==> src/br_isa_pkg.sv <==
`default_nettype none

package br_isa_pkg;

	localparam int DISP_W     = 21; // Branch format displacement field
	localparam int DISP_SHIFT = 2;  // Displacement counts instruction words

	// Major opcodes handled by the branch unit
	typedef enum logic [5:0] {
		JMP_GROUP = 6'h1a, // JMP, JSR, RET, JSR_COROUTINE
		BR_INST   = 6'h30,
		BSR_INST  = 6'h34,
		BLBC_INST = 6'h38, // Conditional group, opcode[2:0] is the function
		BEQ_INST  = 6'h39,
		BLT_INST  = 6'h3a,
		BLE_INST  = 6'h3b,
		BLBS_INST = 6'h3c,
		BNE_INST  = 6'h3d,
		BGE_INST  = 6'h3e,
		BGT_INST  = 6'h3f
	} br_opcode_e;

	// Bit 2 inverts the base test picked by bits 1:0
	typedef enum logic [2:0] {
		FUNC_LBC = 3'b000,
		FUNC_EQ  = 3'b001,
		FUNC_LT  = 3'b010,
		FUNC_LE  = 3'b011,
		FUNC_LBS = 3'b100,
		FUNC_NE  = 3'b101,
		FUNC_GE  = 3'b110,
		FUNC_GT  = 3'b111
	} br_func_e;

	typedef struct packed {
		br_opcode_e        opcode;
		logic [4:0]        ra;
		logic [DISP_W-1:0] disp;
	} br_fmt_t;

	typedef struct packed {
		br_opcode_e  opcode;
		logic [4:0]  ra;
		logic [4:0]  rb;
		logic [1:0]  hint;      // Jump flavour
		logic [13:0] hint_disp; // Predictor hint only
	} jmp_fmt_t;

	// One instruction word, two decodes
	typedef union packed {
		br_fmt_t  br;
		jmp_fmt_t jmp;
	} br_inst_u;

endpackage

`default_nettype wire

==> src/br_core_pkg.sv <==
`default_nettype none

package br_core_pkg;

	// Integer datapath width
	localparam int XLEN_DEF = 64;

	// Physical register tag width, 64 renamed registers
	localparam int PRF_IDX_W_DEF = 6;

	// ROB index width; ports carry one extra wrap bit on top
	localparam int ROB_IDX_W_DEF = 5;

	// Pending branch slots ahead of the functional unit
	localparam int IQ_DEPTH_DEF = 4;

endpackage

`default_nettype wire

==> src/br_cond_eval.sv <==
`timescale 1ns/100ps
`default_nettype none

module br_cond_eval #(
	parameter int XLEN = br_core_pkg::XLEN_DEF
) (
	input  logic [XLEN-1:0]          opa_i,  // Register A value under test
	input  br_isa_pkg::br_func_e     func_i, // From opcode bits 28:26
	output logic                     cond_o  // Condition true
);

	logic is_zero;
	logic is_neg;
	logic base_cond;

	assign is_zero = (opa_i == '0);
	assign is_neg  = opa_i[XLEN-1]; // Sign bit

	always_comb
	begin
		case (func_i[1:0])
			2'b00:   base_cond = ~opa_i[0];       // LBC
			2'b01:   base_cond = is_zero;         // EQ
			2'b10:   base_cond = is_neg;          // LT
			default: base_cond = is_neg | is_zero; // LE
		endcase
	end

	// LBS, NE, GE, GT
	assign cond_o = base_cond ^ func_i[2];

endmodule

`default_nettype wire

==> src/fu_br.sv <==
`timescale 1ns/100ps
`default_nettype none

module fu_br #(
	parameter int XLEN      = br_core_pkg::XLEN_DEF,
	parameter int PRF_IDX_W = br_core_pkg::PRF_IDX_W_DEF,
	parameter int ROB_IDX_W = br_core_pkg::ROB_IDX_W_DEF
) (
	input  logic                 clk,
	input  logic                 rst,
	input  logic                 start_i,
	input  logic [XLEN-1:0]      npc_i,       // PC of the next instruction
	input  logic [XLEN-1:0]      opa_i,       // Register A value
	input  br_isa_pkg::br_inst_u inst_i,
	input  logic [PRF_IDX_W-1:0] dest_tag_i,
	input  logic [ROB_IDX_W:0]   rob_idx_i,   // MSB is the wrap bit
	input  logic                 recovery_i,

	output logic                 done_o,
	output logic                 br_result_o, // Actual direction
	output logic                 br_wr_en_o,  // Link write for BR/BSR
	output logic [PRF_IDX_W-1:0] dest_tag_o,
	output logic [ROB_IDX_W:0]   rob_idx_o,
	output logic [XLEN-1:0]      br_pc_o,     // Link value

	output logic                 recovery_taken_o,  // Start-cycle direction
	output logic [XLEN-1:0]      recovery_target_o  // Start-cycle resolved PC
);

	localparam int EXT_W = XLEN - br_isa_pkg::DISP_W - br_isa_pkg::DISP_SHIFT;

	logic [XLEN-1:0] disp_ext;
	logic [XLEN-1:0] br_target;
	logic            is_jmp;
	logic            is_link;
	logic            is_cond;
	logic            cond;
	logic            taken_nxt;
	logic [XLEN-1:0] target_nxt;
	logic            wr_en_nxt;
	logic            done_q;
	logic            wr_en_q;

	// Sign-extended word displacement
	assign disp_ext = {{EXT_W{inst_i.br.disp[br_isa_pkg::DISP_W-1]}},
		inst_i.br.disp, {br_isa_pkg::DISP_SHIFT{1'b0}}};
	assign br_target = npc_i + disp_ext;

	// Jump group read through the jump view, all else through the branch view
	assign is_jmp  = (inst_i.jmp.opcode == br_isa_pkg::JMP_GROUP);
	assign is_link = (inst_i.br.opcode == br_isa_pkg::BR_INST) ||
		(inst_i.br.opcode == br_isa_pkg::BSR_INST);
	assign is_cond = (inst_i.br.opcode[5:3] == 3'b111); // 0x38..0x3f

	br_cond_eval #(
		.XLEN(XLEN)
	) u_cond (
		.opa_i (opa_i),
		.func_i(br_isa_pkg::br_func_e'(inst_i.br.opcode[2:0])),
		.cond_o(cond)
	);

	always_comb
	begin
		taken_nxt  = 1'b0;
		target_nxt = npc_i; // Fall through by default
		wr_en_nxt  = 1'b0;
		if (is_jmp)
		begin
			taken_nxt  = 1'b1;
			target_nxt = {opa_i[XLEN-1:2], 2'b00}; // Word aligned register target
		end
		else if (is_link)
		begin
			taken_nxt  = 1'b1;
			target_nxt = br_target;
			wr_en_nxt  = 1'b1;
		end
		else if (is_cond)
		begin
			taken_nxt = cond;
			if (cond)
				target_nxt = br_target;
		end
	end

	assign recovery_taken_o  = taken_nxt;
	assign recovery_target_o = target_nxt;

	// Valid bits; the op caught in here during recovery is younger, so drop it
	always_ff @(posedge clk)
	begin
		if (rst || recovery_i)
		begin
			done_q  <= 1'b0;
			wr_en_q <= 1'b0;
		end
		else
		begin
			done_q  <= start_i;
			wr_en_q <= start_i & wr_en_nxt;
		end
	end

	// Result registers frozen while recovering
	always_ff @(posedge clk)
	begin
		if (!recovery_i)
		begin
			br_result_o <= taken_nxt;
			dest_tag_o  <= dest_tag_i;
			rob_idx_o   <= rob_idx_i;
			br_pc_o     <= npc_i;
		end
	end

	// Squashed younger op never completes nor writes back
	assign done_o     = done_q & ~recovery_i;
	assign br_wr_en_o = wr_en_q & ~recovery_i;

endmodule

`default_nettype wire

==> src/br_issue_queue.sv <==
`timescale 1ns/100ps
`default_nettype none

module br_issue_queue #(
	parameter int XLEN      = br_core_pkg::XLEN_DEF,
	parameter int PRF_IDX_W = br_core_pkg::PRF_IDX_W_DEF,
	parameter int ROB_IDX_W = br_core_pkg::ROB_IDX_W_DEF,
	parameter int IQ_DEPTH  = br_core_pkg::IQ_DEPTH_DEF
) (
	input  logic                 clk,
	input  logic                 rst,
	input  logic                 issue_valid_i,
	output logic                 issue_ready_o,
	input  br_isa_pkg::br_inst_u issue_inst_i,
	input  logic [XLEN-1:0]      issue_opa_i,
	input  logic [XLEN-1:0]      issue_npc_i,
	input  logic [PRF_IDX_W-1:0] issue_dest_tag_i,
	input  logic [ROB_IDX_W:0]   issue_rob_idx_i,
	input  logic                 issue_pred_taken_i,
	input  logic                 flush_i,      // Recovery pulse

	output logic                 start_o,      // Start stage valid
	output br_isa_pkg::br_inst_u inst_o,
	output logic [XLEN-1:0]      opa_o,
	output logic [XLEN-1:0]      npc_o,
	output logic [PRF_IDX_W-1:0] dest_tag_o,
	output logic [ROB_IDX_W:0]   rob_idx_o,
	output logic                 pred_taken_o  // Aligned to FU done
);

	localparam int PTR_W = (IQ_DEPTH > 1) ? $clog2(IQ_DEPTH) : 1;
	localparam int CNT_W = $clog2(IQ_DEPTH + 1);

	br_isa_pkg::br_inst_u inst_mem [IQ_DEPTH];
	logic [XLEN-1:0]      opa_mem  [IQ_DEPTH];
	logic [XLEN-1:0]      npc_mem  [IQ_DEPTH];
	logic [PRF_IDX_W-1:0] tag_mem  [IQ_DEPTH];
	logic [ROB_IDX_W:0]   rob_mem  [IQ_DEPTH];
	logic                 pred_mem [IQ_DEPTH];

	logic [PTR_W-1:0] head;
	logic [PTR_W-1:0] tail;
	logic [CNT_W-1:0] count;
	logic             push;
	logic             pop;
	logic             bypass;
	logic             wr_mem;
	logic             pred_q;  // Prediction in the start stage

	function automatic logic [PTR_W-1:0] next_ptr(input logic [PTR_W-1:0] p);
		if (p == PTR_W'(IQ_DEPTH - 1))
			return '0;
		return p + 1'b1;
	endfunction

	assign issue_ready_o = (count != CNT_W'(IQ_DEPTH)) & ~flush_i;
	assign push   = issue_valid_i & issue_ready_o;
	assign pop    = (count != '0);  // Head leaves every non-empty cycle
	assign bypass = push & ~pop;    // Empty queue, straight to start stage
	assign wr_mem = push & pop;

	always_ff @(posedge clk)
	begin
		if (wr_mem)
		begin
			inst_mem[tail] <= issue_inst_i;
			opa_mem[tail]  <= issue_opa_i;
			npc_mem[tail]  <= issue_npc_i;
			tag_mem[tail]  <= issue_dest_tag_i;
			rob_mem[tail]  <= issue_rob_idx_i;
			pred_mem[tail] <= issue_pred_taken_i;
		end
	end

	always_ff @(posedge clk)
	begin
		if (rst || flush_i)
		begin
			head    <= '0;
			tail    <= '0;
			count   <= '0;
			start_o <= 1'b0; // Queued and staged ops dropped
		end
		else
		begin
			if (pop)
				head <= next_ptr(head);
			if (wr_mem)
				tail <= next_ptr(tail);
			count   <= count + CNT_W'(wr_mem) - CNT_W'(pop);
			start_o <= pop | push;
		end
	end

	// Start stage payload
	always_ff @(posedge clk)
	begin
		if (pop)
		begin
			inst_o     <= inst_mem[head];
			opa_o      <= opa_mem[head];
			npc_o      <= npc_mem[head];
			dest_tag_o <= tag_mem[head];
			rob_idx_o  <= rob_mem[head];
			pred_q     <= pred_mem[head];
		end
		else if (bypass)
		begin
			inst_o     <= issue_inst_i;
			opa_o      <= issue_opa_i;
			npc_o      <= issue_npc_i;
			dest_tag_o <= issue_dest_tag_i;
			rob_idx_o  <= issue_rob_idx_i;
			pred_q     <= issue_pred_taken_i;
		end
		pred_taken_o <= pred_q; // One more stage to meet FU outputs
	end

endmodule

`default_nettype wire

==> src/br_recovery_ctrl.sv <==
`timescale 1ns/100ps
`default_nettype none

module br_recovery_ctrl #(
	parameter int XLEN      = br_core_pkg::XLEN_DEF,
	parameter int ROB_IDX_W = br_core_pkg::ROB_IDX_W_DEF
) (
	input  logic               clk,
	input  logic               rst,
	input  logic               done_i,       // FU result valid
	input  logic               taken_i,      // Start-cycle direction
	input  logic [XLEN-1:0]    target_i,     // Start-cycle resolved PC
	input  logic               pred_taken_i, // Front end guess, done aligned
	input  logic [ROB_IDX_W:0] rob_idx_i,    // Done aligned

	output logic               recovery_o,
	output logic [XLEN-1:0]    recovery_target_o,
	output logic [ROB_IDX_W:0] recovery_rob_idx_o
);

	logic            taken_q;
	logic [XLEN-1:0] target_q;
	logic            mispredict;

	// Follow the op from start into the done cycle
	always_ff @(posedge clk)
	begin
		taken_q  <= taken_i;
		target_q <= target_i;
	end

	// No back-to-back pulses
	assign mispredict = done_i & (taken_q != pred_taken_i) & ~recovery_o;

	always_ff @(posedge clk)
	begin
		if (rst)
			recovery_o <= 1'b0;
		else
			recovery_o <= mispredict; // Single-cycle pulse
	end

	// Correct PC and offending ROB entry, held until the next mispredict
	always_ff @(posedge clk)
	begin
		if (mispredict)
		begin
			recovery_target_o  <= target_q;
			recovery_rob_idx_o <= rob_idx_i;
		end
	end

endmodule

`default_nettype wire

==> src/br_exec_unit.sv <==
`timescale 1ns/100ps
`default_nettype none

module br_exec_unit #(
	parameter int XLEN      = br_core_pkg::XLEN_DEF,
	parameter int PRF_IDX_W = br_core_pkg::PRF_IDX_W_DEF,
	parameter int ROB_IDX_W = br_core_pkg::ROB_IDX_W_DEF,
	parameter int IQ_DEPTH  = br_core_pkg::IQ_DEPTH_DEF
) (
	input  logic                 clk,
	input  logic                 rst,

	input  logic                 issue_valid_i,
	output logic                 issue_ready_o,
	input  br_isa_pkg::br_inst_u issue_inst_i,
	input  logic [XLEN-1:0]      issue_opa_i,
	input  logic [XLEN-1:0]      issue_npc_i,
	input  logic [PRF_IDX_W-1:0] issue_dest_tag_i,
	input  logic [ROB_IDX_W:0]   issue_rob_idx_i,
	input  logic                 issue_pred_taken_i,

	output logic                 cmpl_valid_o,   // To ROB
	output logic [ROB_IDX_W:0]   cmpl_rob_idx_o,
	output logic                 cmpl_taken_o,

	output logic                 wb_en_o,        // Link write to PRF
	output logic [PRF_IDX_W-1:0] wb_tag_o,
	output logic [XLEN-1:0]      wb_data_o,

	output logic                 recovery_o,     // Flush the machine
	output logic [XLEN-1:0]      recovery_target_o,
	output logic [ROB_IDX_W:0]   recovery_rob_idx_o
);

	logic                 start;
	br_isa_pkg::br_inst_u inst;
	logic [XLEN-1:0]      opa;
	logic [XLEN-1:0]      npc;
	logic [PRF_IDX_W-1:0] dest_tag;
	logic [ROB_IDX_W:0]   rob_idx;
	logic                 pred_taken; // Done aligned
	logic                 rcv_taken;
	logic [XLEN-1:0]      rcv_target;

	br_issue_queue #(
		.XLEN     (XLEN),
		.PRF_IDX_W(PRF_IDX_W),
		.ROB_IDX_W(ROB_IDX_W),
		.IQ_DEPTH (IQ_DEPTH)
	) u_iq (
		.clk               (clk),
		.rst               (rst),
		.issue_valid_i     (issue_valid_i),
		.issue_ready_o     (issue_ready_o),
		.issue_inst_i      (issue_inst_i),
		.issue_opa_i       (issue_opa_i),
		.issue_npc_i       (issue_npc_i),
		.issue_dest_tag_i  (issue_dest_tag_i),
		.issue_rob_idx_i   (issue_rob_idx_i),
		.issue_pred_taken_i(issue_pred_taken_i),
		.flush_i           (recovery_o),
		.start_o           (start),
		.inst_o            (inst),
		.opa_o             (opa),
		.npc_o             (npc),
		.dest_tag_o        (dest_tag),
		.rob_idx_o         (rob_idx),
		.pred_taken_o      (pred_taken)
	);

	fu_br #(
		.XLEN     (XLEN),
		.PRF_IDX_W(PRF_IDX_W),
		.ROB_IDX_W(ROB_IDX_W)
	) u_fu (
		.clk              (clk),
		.rst              (rst),
		.start_i          (start),
		.npc_i            (npc),
		.opa_i            (opa),
		.inst_i           (inst),
		.dest_tag_i       (dest_tag),
		.rob_idx_i        (rob_idx),
		.recovery_i       (recovery_o),
		.done_o           (cmpl_valid_o),
		.br_result_o      (cmpl_taken_o),
		.br_wr_en_o       (wb_en_o),
		.dest_tag_o       (wb_tag_o),
		.rob_idx_o        (cmpl_rob_idx_o),
		.br_pc_o          (wb_data_o),
		.recovery_taken_o (rcv_taken),
		.recovery_target_o(rcv_target)
	);

	br_recovery_ctrl #(
		.XLEN     (XLEN),
		.ROB_IDX_W(ROB_IDX_W)
	) u_rcv (
		.clk               (clk),
		.rst               (rst),
		.done_i            (cmpl_valid_o),
		.taken_i           (rcv_taken),
		.target_i          (rcv_target),
		.pred_taken_i      (pred_taken),
		.rob_idx_i         (cmpl_rob_idx_o),
		.recovery_o        (recovery_o),
		.recovery_target_o (recovery_target_o),
		.recovery_rob_idx_o(recovery_rob_idx_o)
	);

endmodule

`default_nettype wire

==> config.mk <==
export PLATFORM = sky130hd
export DESIGN_NAME = br_exec_unit
export DESIGN_NICKNAME = d
export VERILOG_FILES = /design/src/br_isa_pkg.sv /design/src/br_core_pkg.sv /design/src/br_cond_eval.sv /design/src/fu_br.sv /design/src/br_issue_queue.sv /design/src/br_recovery_ctrl.sv /design/src/br_exec_unit.sv
export SDC_FILE = /design/constraint.sdc
export NUM_CORES = 1
export LEC_CHECK = 0
export ABC_AREA = 1
export BUFFER_PORTS_ARGS = -buffer_cell sky130_fd_sc_hd__buf_2
export CAP_MARGIN = 25
export CORE_AREA = 2 2 420 256
export DETAILED_ROUTE_END_ITERATION = 16
export DIE_AREA = 0 0 422 258
export PLACE_DENSITY = 0.61
export SETUP_SLACK_MARGIN = 0.1
export SYNTH_ARGS = -nofsm -noshare
export SYNTH_HDL_FRONTEND = slang
export SYNTH_HIERARCHICAL = 1
export SYNTH_SLANG_ARGS = --single-unit
export TNS_END_PERCENT = 5
==> constraint.sdc <==
create_clock -name clk -period 18.8 [get_ports clk]
set_clock_uncertainty 0.1 [all_clocks]
set_input_delay 3.76 -clock clk [delete_from_list [all_inputs] [get_ports clk]]
set_output_delay 3.76 -clock clk [all_outputs]
set_load 0.005 [all_outputs]
==> qor.txt <==
Run status: complete, no violations
Yosys warning total: 6
GRT overflow: 0
Mapped Cells: 4400
Setup repair after global routing missed its margin: false
Final routed wirelength across all metal layers: 127 mm
Startpoint Class: input port
Final count of pins violating max slew: 0
Post-detailed-route wirelength per cell: 20.5 um
Number of buffers added by the clock tree synthesis step: 100
Mean post-synth cell area: 10.4 um2
Endpoint of the lowest-slack register-to-register path: u_iq/npc_mem[0][38]
CP arrival: 6.77 ns
Wire length of the first global-routing pass: 186 mm
Utilization of the core after routing: 49.5%
Post-route worst hold slack: 0.251 ns
Largest net degree at the start of global routing: 128
DRC violation count after routing: 0
Gp weighted congestion: 0.986
Cell Area, Synth: 0.0460 mm2
Input/output buffers: 321
Hold/Removal Path Class: register to register
Highest cell delay on the worst timing path: 0.84 ns
Cell Chain, Critical Path: buf_2 > nand4_1 > nor2_4 > buf_4 > buf_4
Post-layout instance count excluding filler cells: 6201
Synthesized net count: 4645
Instance count on the critical path: 5
Start point of the critical path: issue_valid_i
Antenna violations before repair: 38
Total Negative Setup Slacks: 0 ns
Post-CTS setup repair buffer count: 0
Kind of critical path: input port to register
Power per Cell Area: 188 mW/mm2
Height of the die: 258 um
Gate family responsible for the most delay along the worst path: buffers and inverters
Via count of the first global-routing pass: 28500
Sum of buffers and inverters on the critical path: 3
Clock sink total: 1066
Die width: 422 um
Minimum clock period after layout: 6.57 ns
Total routing resource utilization after global routing: 22.8%
Depth of the worst register-to-register path: 6
Post-cts hold buffer count: 0
Critical-path maximum fanout: 50
Total setup violations reported at the end of the flow: 0
Multi-input combinational cell area: 0.0126 mm2
R2R Setup Slk: 14.38 ns
Setup slack after placement: 11.48 ns
Capturing element type of the critical path: register
Placed Area: 0.0489 mm2
Post-route cell area: 0.0523 mm2
Number of nets in the finished design: 4923
Area taken by flip-flops and latches: 0.0312 mm2
H-tree Lvls: 3
Starting density of the core: 43.5%
Crit share post-route: 35.0%
Peak supply drop: 0.114 mV
Most prevalent standard cell on the critical path: sky130_fd_sc_hd__buf_4
Boundary Pins: 327
Leak Pwr: 20.5 nW
Clock-pin slew reported for the worst setup and hold paths after clock tree synthesis: 0.06 ns
Layout cells sized above 1: 11.9%
Reg2reg start: u_iq/count[1]
Average vias per placed instance: 5.12
Floorplan row count: 93
Clock insertion delay at the later pin of the skew report: 0.72 ns
Core area: 0.106 mm2
Estimated wirelength of the detail-placed design: 81.7 mm
Achievable clock frequency: 152 MHz
Slowest stage cell, crit path: sky130_fd_sc_hd__nor2_4
Capture point of the worst path: u_iq/npc_mem[0][38]
Worst Tran Pin Value: 1.04 ns
Max-cap violations: 0
ANT nets after route: 0
Final worst-path setup slack: 12.23 ns
Max clock buf depth: 3
Iteration-0 DRC Markers: 3545
Relative area change from synthesis to final layout: 13.7%
Required time at the worst-slack endpoint: 19.00 ns
TritonCTS clock tree: yes
Fill cell instance count of the final layout: 9632
Number of cells after detailed placement: 6000
Power after layout: 9.84 mW
Die ar.: 0.109 mm2
Cts repair resizes: 0
Final Hold Viols: 0
Max_slew headroom: 30.5%
First-pass iteration count of the detailed router: 6
Clock Root Buffer: sky130_fd_sc_hd__clkbuf_16
Total via count in the routed design: 31700
[layout by cell type (no fill, tap or decap), types with 4 or more instances in the layout]
cell type,n
sky130_fd_sc_hd__bufinv_16,9
sky130_fd_sc_hd__buf_2,321
sky130_fd_sc_hd__nand4_1,16
sky130_fd_sc_hd__edfxtp_1,987
sky130_fd_sc_hd__ha_1,67
sky130_fd_sc_hd__nand3_2,7
sky130_fd_sc_hd__nand2_2,11
sky130_fd_sc_hd__o211ai_1,8
sky130_fd_sc_hd__clkinv_2,16
sky130_fd_sc_hd__xnor2_1,12
sky130_fd_sc_hd__clkbuf_8,8
sky130_fd_sc_hd__clkbuf_16,101
sky130_fd_sc_hd__diode_2,12
sky130_fd_sc_hd__dfxtp_1,77
sky130_fd_sc_hd__clkinv_1,14
sky130_fd_sc_hd__buf_4,28
sky130_fd_sc_hd__nor2_1,1182
sky130_fd_sc_hd__o21bai_1,10
sky130_fd_sc_hd__nand2_1,711
sky130_fd_sc_hd__a31oi_1,16
sky130_fd_sc_hd__nor3_2,8
sky130_fd_sc_hd__a21oi_1,221
sky130_fd_sc_hd__nand3_1,87
sky130_fd_sc_hd__or2_2,5
sky130_fd_sc_hd__o21ai_1,108
sky130_fd_sc_hd__nor2_4,6
sky130_fd_sc_hd__clkbuf_1,30
sky130_fd_sc_hd__nor3_1,5
sky130_fd_sc_hd__xor2_1,16
sky130_fd_sc_hd__inv_1,342
sky130_fd_sc_hd__o21ai_0,279
sky130_fd_sc_hd__buf_12,4
sky130_fd_sc_hd__nor2_2,15
[where the power goes]
| group | internal [mW] | total [mW] | leakage, nW | switching (mW) |
|---|---|---|---|---|
| combinational | 1.19 | 3.99 | 9.05 | 2.80 |
| sequential | 3.41 | 3.78 | 9.85 | 0.377 |
| clock | 1.16 | 2.06 | 1.62 | 0.903 |
| total | 5.75 | 9.84 | 20.5 | 4.08 |
[state kept, by name, summed over array words and instances, names as in the netlist, 64 cells and up, named ones only]
register / count
u_iq/inst_mem: 108
u_iq/npc_mem: 256
u_rcv/recovery_target_o: 64
u_rcv/target_q: 64
u_iq/opa_o: 64
u_iq/opa_mem: 256
u_fu/br_pc_o: 64
u_iq/npc_o: 64
[worst reg2reg max path, cell delays in order, from the launching register on]
cell	delay, ns
sky130_fd_sc_hd__dfxtp_1	0.41
sky130_fd_sc_hd__nor2_2	0.11
sky130_fd_sc_hd__nand2_8	0.36
sky130_fd_sc_hd__nand4_1	0.56
sky130_fd_sc_hd__nor2_4	0.84
sky130_fd_sc_hd__buf_4	0.70
sky130_fd_sc_hd__buf_4	0.88
[how the worst min path moves through the flow]
stage,startpoint,endpoint,cells after the start,slack [ns]
floorplan,u_iq/pred_q,u_iq/pred_taken_o,0,0.22
global placement,u_iq/pred_q,u_iq/pred_taken_o,0,0.23
detailed placement,u_iq/pred_q,u_iq/pred_taken_o,0,0.23
CTS,u_iq/pred_q,u_iq/pred_taken_o,0,0.25
global route,u_iq/pred_q,u_iq/pred_taken_o,0,0.27
finish,u_iq/pred_q,u_iq/pred_taken_o,0,0.25
[layout make-up]
cell class,instances,share of cell area [%]
Antenna cell,12,0.0575
Timing Repair Buffer,354,3.68
Inverter,350,2.54
Sequential cell,1066,59.8
Clock inverter,49,1.13
Tap cell,1425,3.41
Clock buffer,139,5.26
Multi-Input combinational cell,2806,24.2
[routing by layer]
metal / part of all wire, % / up-vias / track usage [%]
met1: 47 / 15100 / 35.1
li1: - / 15300 / -
met3: 8.9 / 180 / 5.80
met2: 42 / 1159 / 32.3
met4: 2.0 / 40 / 5.05
met5: 0.19 / - / 0
(Power assumes the default switching activity.)
